[src/common/fetch_defines.svh]
`ifndef FETCH_DEFINES_SVH
`define FETCH_DEFINES_SVH

// Address and instruction width
`define FETCH_ADDR_W 32

// First fetch address after reset
`define FETCH_RESET_PC 32'h1c000000

// Words behind the instruction memory model
`define FETCH_MEM_DEPTH 4096

// Discarded responses still owed by memory, at most three
`define FETCH_DISCARD_W 2

`endif

[src/common/fetch_pkg.sv]
`default_nettype none

package fetch_pkg;

    // Redirect sources, ordered so a larger value wins
    typedef enum logic [1:0] {
        REDIR_NONE      = 2'd0,
        REDIR_BRANCH    = 2'd1,
        REDIR_ERTN      = 2'd2,
        REDIR_EXCEPTION = 2'd3
    } redirect_kind_e;

    // Exception codes raised by the frontend
    typedef enum logic [5:0] {
        ECODE_NONE = 6'd0,
        ECODE_ADEF = 6'd8   // Fetch address error
    } ecode_e;

endpackage

`default_nettype wire

[src/common/fetch_stage_if.sv]
`timescale 1ns/1ps
`default_nettype none
`include "fetch_defines.svh"

// IF to IW pipeline beat
interface fetch_stage_if;
    logic                     valid;
    logic                     ready;
    logic [`FETCH_ADDR_W-1:0] pc;
    logic [`FETCH_ADDR_W-1:0] inst;
    logic                     inst_valid;    // Word already returned while in IF
    logic                     discard_req;   // IF dropped a request with data owed
    logic                     has_exception;
    fetch_pkg::ecode_e        ecode;
    logic [8:0]               esubcode;

    modport src (
        output valid,
        input  ready,
        output pc,
        output inst,
        output inst_valid,
        output discard_req,
        output has_exception,
        output ecode,
        output esubcode
    );

    modport dst (
        input  valid,
        output ready,
        input  pc,
        input  inst,
        input  inst_valid,
        input  discard_req,
        input  has_exception,
        input  ecode,
        input  esubcode
    );
endinterface

`default_nettype wire

[src/common/imem_if.sv]
`timescale 1ns/1ps
`default_nettype none
`include "fetch_defines.svh"

// SRAM-like instruction port, responses in request order
interface imem_if;
    logic                     req;
    logic [`FETCH_ADDR_W-1:0] addr;
    logic                     addr_ok;   // Request accepted this cycle
    logic                     data_ok;   // One word back this cycle
    logic [`FETCH_ADDR_W-1:0] rdata;

    modport master (
        output req,
        output addr,
        input  addr_ok,
        input  data_ok,
        input  rdata
    );

    modport slave (
        input  req,
        input  addr,
        output addr_ok,
        output data_ok,
        output rdata
    );
endinterface

`default_nettype wire

[src/fetch_ctrl.sv]
`timescale 1ns/1ps
`default_nettype none
`include "fetch_defines.svh"

module fetch_ctrl (
    input  logic                      clk,
    input  logic                      rst,
    input  logic                      br_taken,
    input  logic                      ertn_flush,
    input  logic                      ex_flush,
    input  logic [`FETCH_ADDR_W-1:0]  br_target,
    input  logic [`FETCH_ADDR_W-1:0]  era,
    input  logic [`FETCH_ADDR_W-1:0]  ex_entry,
    input  logic                      busy,
    output logic                      redirect_valid,
    output logic [`FETCH_ADDR_W-1:0]  redirect_pc,
    output fetch_pkg::redirect_kind_e redirect_kind,
    output logic                      flush
);
    fetch_pkg::redirect_kind_e new_kind;
    fetch_pkg::redirect_kind_e pend_kind;
    fetch_pkg::redirect_kind_e win_kind;
    logic [`FETCH_ADDR_W-1:0]  new_pc;
    logic [`FETCH_ADDR_W-1:0]  pend_pc;
    logic [`FETCH_ADDR_W-1:0]  win_pc;
    logic                      take_new;

    // Exception entry beats exception return beats branch
    always_comb begin
        if (ex_flush) begin
            new_kind = fetch_pkg::REDIR_EXCEPTION;
            new_pc   = ex_entry;
        end else if (ertn_flush) begin
            new_kind = fetch_pkg::REDIR_ERTN;
            new_pc   = era;
        end else if (br_taken) begin
            new_kind = fetch_pkg::REDIR_BRANCH;
            new_pc   = br_target;
        end else begin
            new_kind = fetch_pkg::REDIR_NONE;
            new_pc   = br_target;
        end
    end

    // A held redirect only survives a newer one of lower rank
    assign take_new = (new_kind != fetch_pkg::REDIR_NONE) && (new_kind >= pend_kind);
    assign win_kind = take_new ? new_kind : pend_kind;
    assign win_pc   = take_new ? new_pc : pend_pc;

    assign redirect_valid = (win_kind != fetch_pkg::REDIR_NONE) && !busy;
    assign redirect_pc    = win_pc;
    assign redirect_kind  = win_kind;

    // IW drops its beat right away, even while IF still waits for accept
    assign flush = (new_kind != fetch_pkg::REDIR_NONE) ||
                   (pend_kind != fetch_pkg::REDIR_NONE);

    always_ff @(posedge clk) begin
        if (rst) begin
            pend_kind <= fetch_pkg::REDIR_NONE;
        end else if (busy) begin
            if (take_new) begin
                pend_kind <= new_kind;
            end
        end else begin
            pend_kind <= fetch_pkg::REDIR_NONE;   // Issued this cycle
        end
    end

    always_ff @(posedge clk) begin
        if (busy && take_new) begin
            pend_pc <= new_pc;
        end
    end
endmodule

`default_nettype wire

[src/fetch_top.sv]
`timescale 1ns/1ps
`default_nettype none
`include "fetch_defines.svh"

module fetch_top (
    input  logic                     clk,
    input  logic                     rst,
    input  logic                     br_taken,
    input  logic [`FETCH_ADDR_W-1:0] br_target,
    input  logic                     ertn_flush,
    input  logic [`FETCH_ADDR_W-1:0] era,
    input  logic                     ex_flush,
    input  logic [`FETCH_ADDR_W-1:0] ex_entry,
    output logic                     mem_req,
    output logic [`FETCH_ADDR_W-1:0] mem_addr,
    input  logic                     mem_addr_ok,
    input  logic                     mem_data_ok,
    input  logic [`FETCH_ADDR_W-1:0] mem_rdata,
    output logic                     out_valid,
    input  logic                     out_ready,
    output logic [`FETCH_ADDR_W-1:0] out_inst,
    output logic [`FETCH_ADDR_W-1:0] out_pc,
    output logic                     has_exception,
    output fetch_pkg::ecode_e        ecode,
    output logic [8:0]               esubcode
);
    imem_if        mem_bus ();
    fetch_stage_if stage_bus ();

    logic                      busy;
    logic                      redirect_valid;
    logic [`FETCH_ADDR_W-1:0]  redirect_pc;
    fetch_pkg::redirect_kind_e redirect_kind;
    logic                      flush;

    assign mem_req         = mem_bus.req;
    assign mem_addr        = mem_bus.addr;
    assign mem_bus.addr_ok = mem_addr_ok;
    assign mem_bus.data_ok = mem_data_ok;
    assign mem_bus.rdata   = mem_rdata;

    fetch_ctrl u_ctrl (
        .clk            (clk),
        .rst            (rst),
        .br_taken       (br_taken),
        .ertn_flush     (ertn_flush),
        .ex_flush       (ex_flush),
        .br_target      (br_target),
        .era            (era),
        .ex_entry       (ex_entry),
        .busy           (busy),
        .redirect_valid (redirect_valid),
        .redirect_pc    (redirect_pc),
        .redirect_kind  (redirect_kind),
        .flush          (flush)
    );

    pc_gen u_if (
        .clk            (clk),
        .rst            (rst),
        .redirect_valid (redirect_valid),
        .redirect_pc    (redirect_pc),
        .redirect_kind  (redirect_kind),
        .busy           (busy),
        .mem            (mem_bus),
        .beat           (stage_bus)
    );

    inst_wait u_iw (
        .clk           (clk),
        .rst           (rst),
        .flush         (flush),
        .beat          (stage_bus),
        .mem_data_ok   (mem_bus.data_ok),
        .mem_rdata     (mem_bus.rdata),
        .out_valid     (out_valid),
        .out_ready     (out_ready),
        .out_inst      (out_inst),
        .out_pc        (out_pc),
        .has_exception (has_exception),
        .ecode         (ecode),
        .esubcode      (esubcode)
    );
endmodule

`default_nettype wire

[src/inst_wait.sv]
`timescale 1ns/1ps
`default_nettype none
`include "fetch_defines.svh"

module inst_wait (
    input  logic                     clk,
    input  logic                     rst,
    input  logic                     flush,
    fetch_stage_if.dst               beat,
    input  logic                     mem_data_ok,
    input  logic [`FETCH_ADDR_W-1:0] mem_rdata,
    output logic                     out_valid,
    input  logic                     out_ready,
    output logic [`FETCH_ADDR_W-1:0] out_inst,
    output logic [`FETCH_ADDR_W-1:0] out_pc,
    output logic                     has_exception,
    output fetch_pkg::ecode_e        ecode,
    output logic [8:0]               esubcode
);
    logic                        held_valid;
    logic                        held_inst_valid;
    logic                        held_exc;
    logic [`FETCH_ADDR_W-1:0]    held_pc;
    logic [`FETCH_ADDR_W-1:0]    held_inst;
    fetch_pkg::ecode_e           held_ecode;
    logic [8:0]                  held_esubcode;
    logic [`FETCH_DISCARD_W-1:0] discard_cnt;

    logic                        no_discard;
    logic                        held_owed;
    logic                        data_for_held;
    logic                        data_for_in;
    logic                        in_owed;
    logic                        ready_go;
    logic                        fire_out;
    logic                        take;
    logic                        own_discard;
    logic                        discard_dec;
    logic [`FETCH_ADDR_W-1:0]    word;

    // Response order is discards first, then the held beat, then the IF slot
    assign no_discard    = (discard_cnt == '0);
    assign held_owed     = held_valid && !held_exc && !held_inst_valid;
    assign data_for_held = mem_data_ok && no_discard && held_owed;

    assign ready_go = held_valid && (held_exc || held_inst_valid || data_for_held);
    assign fire_out = ready_go && out_ready && !flush;

    assign beat.ready = !flush && (!held_valid || fire_out);
    assign take       = beat.valid && beat.ready;

    // Incoming beat whose word shows up in the same cycle
    assign in_owed     = !beat.has_exception && !beat.inst_valid;
    assign data_for_in = take && in_owed && mem_data_ok && no_discard && !held_owed;

    assign own_discard = flush && held_owed && !data_for_held;
    assign discard_dec = mem_data_ok && !no_discard;   // Stale word, dropped

    assign word = held_inst_valid ? held_inst : mem_rdata;

    always_ff @(posedge clk) begin
        if (rst) begin
            discard_cnt <= '0;
        end else begin
            discard_cnt <= discard_cnt
                         + `FETCH_DISCARD_W'(beat.discard_req)
                         + `FETCH_DISCARD_W'(own_discard)
                         - `FETCH_DISCARD_W'(discard_dec);
        end
    end

    always_ff @(posedge clk) begin
        if (rst || flush) begin
            held_valid      <= 1'b0;
            held_inst_valid <= 1'b0;
        end else if (take) begin
            held_valid      <= 1'b1;
            held_inst_valid <= beat.inst_valid || data_for_in;
        end else if (fire_out) begin
            held_valid      <= 1'b0;
            held_inst_valid <= 1'b0;
        end else if (data_for_held) begin
            held_inst_valid <= 1'b1;   // Downstream stalled, keep the word
        end
    end

    always_ff @(posedge clk) begin
        if (take) begin
            held_pc       <= beat.pc;
            held_exc      <= beat.has_exception;
            held_ecode    <= beat.ecode;
            held_esubcode <= beat.esubcode;
            held_inst     <= beat.inst_valid ? beat.inst : mem_rdata;
        end else if (data_for_held) begin
            held_inst <= mem_rdata;
        end
    end

    // A flushed output beat is wrong-path, so it goes even under back-pressure
    always_ff @(posedge clk) begin
        if (rst || flush) begin
            out_valid <= 1'b0;
        end else if (out_ready) begin
            out_valid <= ready_go;
        end
    end

    always_ff @(posedge clk) begin
        if (fire_out) begin
            out_inst      <= held_exc ? '0 : word;
            out_pc        <= held_pc;
            has_exception <= held_exc;
            ecode         <= held_ecode;
            esubcode      <= held_esubcode;
        end
    end
endmodule

`default_nettype wire

[src/pc_gen.sv]
`timescale 1ns/1ps
`default_nettype none
`include "fetch_defines.svh"

module pc_gen (
    input  logic                      clk,
    input  logic                      rst,
    input  logic                      redirect_valid,
    input  logic [`FETCH_ADDR_W-1:0]  redirect_pc,
    input  fetch_pkg::redirect_kind_e redirect_kind,
    output logic                      busy,
    imem_if.master                    mem,
    fetch_stage_if.src                beat
);
    logic [`FETCH_ADDR_W-1:0]   pc;
    logic                       fetch_en;
    logic                       req_held;
    logic [`FETCH_DISCARD_W-1:0] out_cnt;

    logic                       slot_valid;
    logic                       slot_inst_valid;
    logic                       slot_exc;
    logic [`FETCH_ADDR_W-1:0]   slot_pc;
    logic [`FETCH_ADDR_W-1:0]   slot_inst;

    logic redir;
    logic aligned;
    logic slot_free;
    logic slot_fire;
    logic slot_owed;
    logic slot_data;
    logic issue_ok;
    logic new_req;
    logic exc_fill;
    logic accept;
    logic load;

    // Kind none carries no target
    assign redir = redirect_valid && (redirect_kind != fetch_pkg::REDIR_NONE);

    assign aligned   = (pc[1:0] == 2'b00);
    assign slot_fire = slot_valid && beat.ready;
    assign slot_free = !slot_valid || beat.ready;
    assign slot_owed = slot_valid && !slot_exc && !slot_inst_valid;

    // Outstanding count is capped so IW never holds more than three discards
    assign issue_ok = fetch_en && slot_free && !redir && !req_held && (out_cnt != '1);
    assign new_req  = issue_ok && aligned;
    assign exc_fill = issue_ok && !aligned;   // ADEF, nothing goes to memory

    assign mem.req  = req_held || new_req;
    assign mem.addr = pc;
    assign accept   = mem.req && mem.addr_ok;
    assign load     = accept || exc_fill;
    assign busy     = req_held;

    // The slot is the youngest request, so its word is the one that empties the count
    assign slot_data = mem.data_ok && slot_owed && (out_cnt == `FETCH_DISCARD_W'(1));

    always_ff @(posedge clk) begin
        if (rst) begin
            fetch_en <= 1'b0;
            req_held <= 1'b0;
            out_cnt  <= '0;
            pc       <= `FETCH_RESET_PC;
        end else begin
            fetch_en <= 1'b1;
            req_held <= mem.req && !mem.addr_ok;
            out_cnt  <= out_cnt + `FETCH_DISCARD_W'(accept) - `FETCH_DISCARD_W'(mem.data_ok);
            if (redir) begin
                pc <= redirect_pc;
            end else if (load) begin
                pc <= pc + `FETCH_ADDR_W'(4);
            end
        end
    end

    always_ff @(posedge clk) begin
        if (rst || redir) begin
            slot_valid      <= 1'b0;
            slot_inst_valid <= 1'b0;
        end else if (load) begin
            slot_valid      <= 1'b1;
            slot_inst_valid <= 1'b0;
        end else if (slot_fire) begin
            slot_valid      <= 1'b0;
            slot_inst_valid <= 1'b0;
        end else if (slot_data) begin
            slot_inst_valid <= 1'b1;   // Held here under back-pressure
        end
    end

    always_ff @(posedge clk) begin
        if (load) begin
            slot_pc  <= pc;
            slot_exc <= !aligned;
        end
        if (slot_data) begin
            slot_inst <= mem.rdata;
        end
    end

    assign beat.valid         = slot_valid;
    assign beat.pc            = slot_pc;
    assign beat.inst          = slot_inst;
    assign beat.inst_valid    = slot_inst_valid;
    assign beat.has_exception = slot_exc;
    assign beat.ecode         = slot_exc ? fetch_pkg::ECODE_ADEF : fetch_pkg::ECODE_NONE;
    assign beat.esubcode      = '0;
    // Word for a dropped slot still has to come back
    assign beat.discard_req   = redir && slot_owed && !slot_data;
endmodule

`default_nettype wire
[config.mk]
export PLATFORM = sky130hd
export DESIGN_NAME = fetch_top
export DESIGN_NICKNAME = d
export VERILOG_FILES = /design/src/common/fetch_pkg.sv /design/src/common/fetch_stage_if.sv /design/src/common/imem_if.sv /design/src/fetch_ctrl.sv /design/src/fetch_top.sv /design/src/inst_wait.sv /design/src/pc_gen.sv
export VERILOG_INCLUDE_DIRS = /design/src /design/src/common
export SDC_FILE = /design/constraint.sdc
export NUM_CORES = 1
export LEC_CHECK = 0
export BUFFER_PORTS_ARGS = -buffer_cell sky130_fd_sc_hd__buf_4
export CAP_MARGIN = 20
export CORE_ASPECT_RATIO = 0.7
export CORE_MARGIN = 2
export CORE_UTILIZATION = 58
export CTS_CLUSTER_DIAMETER = 150
export CTS_CLUSTER_SIZE = 12
export DETAILED_ROUTE_END_ITERATION = 8
export GPL_TIMING_DRIVEN = 0
export PLACE_DENSITY = 0.94
export RECOVER_POWER = 25
export SYNTH_ARGS = -nofsm -noshare
export SYNTH_HDL_FRONTEND = slang
export SYNTH_SLANG_ARGS = --single-unit
[constraint.sdc]
create_clock -name clk -period 10.52 [get_ports clk]
set_input_delay 2.104 -clock clk [delete_from_list [all_inputs] [get_ports clk]]
set_output_delay 2.104 -clock clk [all_outputs]
set_load 0.005 [all_outputs]
==> results of run 1 <==
==> worst paths after layout <==
kind	startpoint	slack, ps	end	depth (start not counted)
max	ex_flush	3610	mem_req	13
max reg2reg	u_ctrl.pend_kind[0]	7200	u_if.mem.addr[3]	9
min reg2reg	u_iw.held_pc[28]	420	u_iw.out_pc[28]	0
min	u_iw.held_pc[28]	420	u_iw.out_pc[28]	0
==> layer usage <==
metal / vias up / share of wire, % / global-route usage, %
met3: 67 / 9.7 / 4.92
met4: 0 / 3.4 / 8.58
met5: - / 0 / 0
li1: 3627 / - / -
met2: 509 / 48 / 44.7
met1: 3709 / 39 / 37.7
==> cell type report <==
type / count / area [µm²] / share of cell area [%]
buffer: 61 / 308 / 2.17
clock buffer: 47 / 751 / 5.28
clock inverter: 1 / 16.3 / 0.114
inverter: 16 / 60.1 / 0.423
multi-input combinational: 502 / 3320 / 23.3
sequential: 272 / 7720 / 54.3
tap: 264 / 330 / 2.32
timing repair buffer: 236 / 1710 / 12.1
==> sequential cells by signal, summed over array words and instances, names as in the netlist <==
| register | cells |
|---|---|
| u_if.beat.valid | 1 |
| u_if.mem.addr | 32 |
| u_iw.held_pc | 32 |
| u_if.beat.inst | 32 |
| u_iw.held_inst_valid | 1 |
| u_iw.discard_cnt | 2 |
| u_iw.out_inst | 32 |
| u_if.fetch_en | 1 |
| u_if.busy | 1 |
| u_iw.out_pc | 32 |
| u_iw.out_valid | 1 |
| u_ctrl.pend_kind | 2 |
| u_iw.held_valid | 1 |
| u_if.beat.has_exception | 1 |
| u_if.out_cnt | 2 |
| u_if.beat.pc | 32 |
| u_iw.ecode | 1 |
| u_iw.held_ecode | 1 |
| u_ctrl.pend_pc | 32 |
| u_iw.held_inst | 32 |
| u_if.beat.inst_valid | 1 |
==> layout by cell type (no fill, tap or decap), types with 3 or more instances in the layout <==
cell type	synthesis	routed
a21oi_1	35	35
a221oi_1	11	11
a311oi_1	4	4
a31o_2	7	7
and3_1	7	6
buf_12	0	3
buf_2	6	6
buf_4	15	215
clkbuf_1	37	88
clkbuf_16	0	27
conb_1	1	14
dfxtp_1	45	45
edfxtp_1	227	227
ha_1	6	6
inv_1	15	15
mux2_2	31	31
mux2i_1	68	68
nand2_1	99	99
nand3_1	7	7
nand4_1	5	5
nor2_1	59	59
nor2b_1	7	6
nor3_1	11	11
nor4_1	3	3
o2111ai_1	5	5
o211ai_1	9	9
o21a_1	3	3
o21ai_0	47	46
or3_1	4	4
xnor2_1	8	8
xor2_1	20	20
==> power by group <==
group | leakage, nW | switching [mW] | internal [mW]
clock | 0.363 | 0.377 | 0.480
sequential | 2.42 | 0.0367 | 1.20
combinational | 2.49 | 0.128 | 0.109
total | 5.28 | 0.542 | 1.79
==> kinds of logic after synthesis <==
family / after synthesis / synth area share, %
flops: 272 / 68.1
simple gates: 213 / 8.19
compound gates: 140 / 8.23
mux: 100 / 9.19
buf+inv: 77 / 3.25
xor+xnor: 28 / 2.16
fa+ha+maj: 7 / 0.839
other cells: 1 / 0.0331
==> results.sh, run 1 <==
export IMPL_final_cells=1399
export IMPL_synth_edff_count=227
export IMPL_num_vias=7912
export IMPL_relSlewSlack_pct=38.7
export IMPL_critPathBufInv=5
export IMPL_post_cts_setup_buffers=0
export IMPL_status="finished, final reports clean"
export IMPL_post_route_drc_count=0
export IMPL_yosysWarnings=0
export IMPL_cp_slowest_cell="a2111oi_4"
export IMPL_yosysMostFrequentCell="edfxtp_1"
export IMPL_power_per_cell_area_nw_per_um2=164
export IMPL_initial_utilization_pct=59.6
export IMPL_p_leak_nw=5.28
export IMPL_setup_violations=0
export IMPL_worstPathRequired_ps=8420
export IMPL_final_design_area_no_fill_um2=14200
export IMPL_synth_seq_area_share_pct=68.1
export IMPL_syn_to_final_growth_pct=25.4
export IMPL_numPortBuffers=232
export IMPL_first_iter_violations=905
export IMPL_n_fill_cell=1220
export IMPL_cts_hold_buf=0
export IMPL_power_mw=2.33
export IMPL_finish_utilization_pct=74.7
export IMPL_insertion_delay_ps=540
export IMPL_clock_skew_ps=22.0
export IMPL_synthTopCellsByArea="edfxtp_1 60%, dfxtp_1 8.0%, mux2i_1 6.0%, nand2_1 3.3%, mux2_2 3.1%"
export IMPL_diodes=0
export IMPL_post_cts_resized=0
export IMPL_synth_top_cells_by_count="227 x edfxtp_1, 99 x nand2_1, 68 x mux2i_1"
export IMPL_finalNetCount=1258
export IMPL_finalCritPeriodShare_pct=65.7
export IMPL_maxCapViolations=0
export IMPL_postSynthCellCount=838
export IMPL_grt_pass1_vias=7608
export IMPL_drive_gt1_share_pct=27.1
export IMPL_crit_fanout=10
export IMPL_dp_cells=1351
export IMPL_worstPathArrival_ps=4810
export IMPL_whs_ps=415
export IMPL_firstDrtPassIters=6
export IMPL_clkTransAtPathRegs_ps=60
export IMPL_slew_violations=0
export IMPL_wl_per_cell_um=20.1
export IMPL_hold_path_class="reg -> reg"
export IMPL_die_area_um2=20700
export IMPL_critPathCaptureType="output port"
export IMPL_async_flop_share_pct=0
export IMPL_layout_setup_ws_ps=3610
export IMPL_synthFlopType="edfxtp_1"
export IMPL_numCtsBuffers=26
export IMPL_gr_total_overflow=0
export IMPL_cts_root_buf="clkbuf_16"
export IMPL_groute_usage_overall_pct=27.3
export IMPL_vias_per_cell=5.66
export IMPL_cp_cell_sequence="buf_2, clkbuf_1, clkbuf_1, a21oi_1, ha_1, nand2b_1, a21o_1, a2111oi_4, nor2_1, nor3_1, nor2_1, inv_1, buf_4"
export IMPL_rows=42
export IMPL_synth_largest_area_cell="edfxtp_1"
export IMPL_num_io_pins=250
export IMPL_irDropWorstVdd_uv=127
export IMPL_ctsLongestPathBuffers=3
export IMPL_cts_tree="built"
export IMPL_place_area_um2=13600
export IMPL_synth_seq_cells=272
export IMPL_die_w_um=171
export IMPL_pre_cts_ws_ps=3750
export IMPL_worst_pin_slew_ps=919
export IMPL_synth_distinct_cells=57
export IMPL_syn_area_per_cell_um2=13.5
export IMPL_path_class="in -> out"
export IMPL_hold_violations=0
export IMPL_rsz0062_at_grt="no"
export IMPL_die_h_um=121
export IMPL_max_freq_ghz=0.145
export IMPL_antenna_found_initial=0
export IMPL_syn_cell_area_um2=11300
export IMPL_critPathLaunchType="primary input"
export IMPL_cpPeakStageDelay_ps=450
export IMPL_place_congestion=0.912
export IMPL_wl_um=28100
export IMPL_cts_sinks=272
export IMPL_ctsHtreeMaxLevel=1
export IMPL_coreArea_um2=19000
export IMPL_grt_max_degree=66
export IMPL_grt_pass1_wl_um=42700
export IMPL_synth_top_area_share_pct=60.2
export IMPL_period_needed_ps=6910
export IMPL_setup_tns_ps=0
export IMPL_crit_family="buffers and inverters"
export IMPL_ant_nets=0
export IMPL_hpwl_um=20200
No activity file was read; power rests on OpenSTA's default activity.
==> run 2, diff against run 1 <==
Settings changed: CORE_UTILIZATION 58 to 49, PLACE_DENSITY 0.94 to 0.85.
Clock period 10.52 ns to 5.9 ns, I/O delays scaled along.
==> run 2 against run 1 <==
  * Clock skew fell by 12 ps
  * Register-to-register slack got worse by 4800 ps
  * Die area rose by 18%
  * First-iteration DRC count fell by 36%
  * Highest routed layer unchanged
  * Critical path depth did not move
  * Final cell count rose by 3.4%
  * Worst setup slack got worse by 2800 ps
  * Critical path type unchanged
  * Combinational power rose by 75%
  * Sequential cell count did not move
==> results.sh, run 2 (synthesized netlist as in run 1, its figures left out) <==
export IMPL_status="finished, final reports clean"
export IMPL_initial_utilization_pct=50.0
export IMPL_num_vias=7773
export IMPL_irDropWorstVdd_uv=206
export IMPL_hpwl_um=20200
export IMPL_post_route_drc_count=0
export IMPL_numPortBuffers=232
export IMPL_power_mw=4.15
export IMPL_grt_pass1_wl_um=41900
export IMPL_place_congestion=0.912
export IMPL_multiInputGateArea_um2=3310
export IMPL_seq_area_um2=7720
export IMPL_wl_um=27800
export IMPL_groute_usage_overall_pct=22.4
export IMPL_n_fill_cell=1771
export IMPL_power_per_cell_area_nw_per_um2=291
export IMPL_period_needed_ps=5060
export IMPL_hold_violations=0
export IMPL_num_io_pins=250
export IMPL_maxCapViolations=0
export IMPL_rsz0062_at_grt="no"
export IMPL_cts_root_buf="clkbuf_16"
export IMPL_ctsHtreeMaxLevel=1
export IMPL_rows=46
export IMPL_vias_per_cell=5.37
export IMPL_wl_per_cell_um=19.2
export IMPL_crit_fanout=10
export IMPL_max_freq_ghz=0.197
export IMPL_die_area_um2=24400
export IMPL_p_leak_nw=5.28
export IMPL_die_h_um=131
export IMPL_layout_setup_ws_ps=836
export IMPL_finalNetCount=1258
export IMPL_first_iter_violations=581
export IMPL_coreArea_um2=22700
export IMPL_numCtsBuffers=26
export IMPL_cts_sinks=272
export IMPL_syn_to_final_growth_pct=26.0
export IMPL_ant_nets=0
export IMPL_pre_cts_ws_ps=855
export IMPL_antenna_found_initial=0
export IMPL_post_cts_setup_buffers=0
export IMPL_post_cts_resized=0
export IMPL_insertion_delay_ps=520
export IMPL_setup_tns_ps=0
export IMPL_path_class="in -> out"
export IMPL_setup_violations=0
export IMPL_worst_pin_slew_ps=1060
export IMPL_gr_total_overflow=0
export IMPL_clkTransAtPathRegs_ps=70
export IMPL_critPathCaptureType="output port"
export IMPL_critPathLaunchType="primary input"
export IMPL_final_common_cell="edfxtp_1"
export IMPL_grt_pass1_vias=7487
export IMPL_firstDrtPassIters=5
export IMPL_worstPathArrival_ps=3880
export IMPL_place_area_um2=13600
export IMPL_die_w_um=186
export IMPL_slew_violations=0
export IMPL_clock_skew_ps=9.85
export IMPL_cts_hold_buf=0
export IMPL_grt_max_degree=66
export IMPL_final_cell_mix="227 x edfxtp_1, 215 x buf_4, 99 x nand2_1"
export IMPL_cts_tree="built"
export IMPL_ctsLongestPathBuffers=3
export IMPL_relSlewSlack_pct=28.9
export IMPL_hold_path_class="reg -> reg"
export IMPL_worstPathRequired_ps=4720
export IMPL_final_design_area_no_fill_um2=14300
export IMPL_finalCritPeriodShare_pct=85.8
export IMPL_diodes=0
export IMPL_drive_gt1_share_pct=26.8
==> run 2: cell count changes in the layout (fill, tap and decap cells not counted), sizes merged <==
cell / change
buf: -1
clkbuf: +1
==> run 2: power breakdown <==
part	switching, mW	total, mW	internal [mW]
Sequential	0.0676	2.21	2.15
Combinational	0.221	0.413	0.191
Clock	0.665	1.52	0.856
Total	0.954	4.15	3.19
==> run 2: cell type report <==
cell class                      instances  share of cell area [%]
Buffer                                 61                    2.15
Clock buffer                           47                    5.26
Clock inverter                          1                   0.114
Inverter                               16                   0.421
Multi-Input combinational cell        502                    23.2
Sequential cell                       272                    54.1
Tap cell                              312                    2.73
Timing Repair Buffer                  236                    12.1
==> run 2: layer usage <==
metal	routed length (µm)	share of wire (%)	global-route usage (%)	vias to the layer above
li1	-	-	-	3633
met1	11900	43	31.6	3701
met2	13100	47	36.0	391
met3	2120	7.6	4.07	48
met4	704	2.5	5.99	0
met5	0	0	0	-
==> run 2: worst max-delay path, cell delays in order <==
cell and delay [ps]:
clkbuf_1 190, clkbuf_1 360, clkbuf_1 400, a21oi_1 80, ha_1 280, nand2b_1 160
a21o_1 290, a2111oi_4 440, nor2_1 70, nor3_1 150, nor2_1 100, inv_1 70
buf_4 100
==> run 2: path summary, 6_finish.rpt <==
kind | start | end | slack (ps) | cells after the start
worst max register to register | u_ctrl.pend_kind[0] | u_if.mem.addr[3] | 2400 | 9
worst min-delay path | u_iw.held_pc[0] | u_iw.out_pc[0] | 420 | 0
worst max-delay path | ex_flush | mem_req | 840 | 13
worst min register to register | u_iw.held_pc[0] | u_iw.out_pc[0] | 420 | 0
==> run 2: metrics by stage <==
stage	utilization, %	hold WS (ps)	instances
global placement	59.6	403	1395
CTS	63.5	414	1447
global route	62.9	421	1447
detailed placement	60.1	405	1399
finish	62.9	416	1447
floorplan	-	400	851
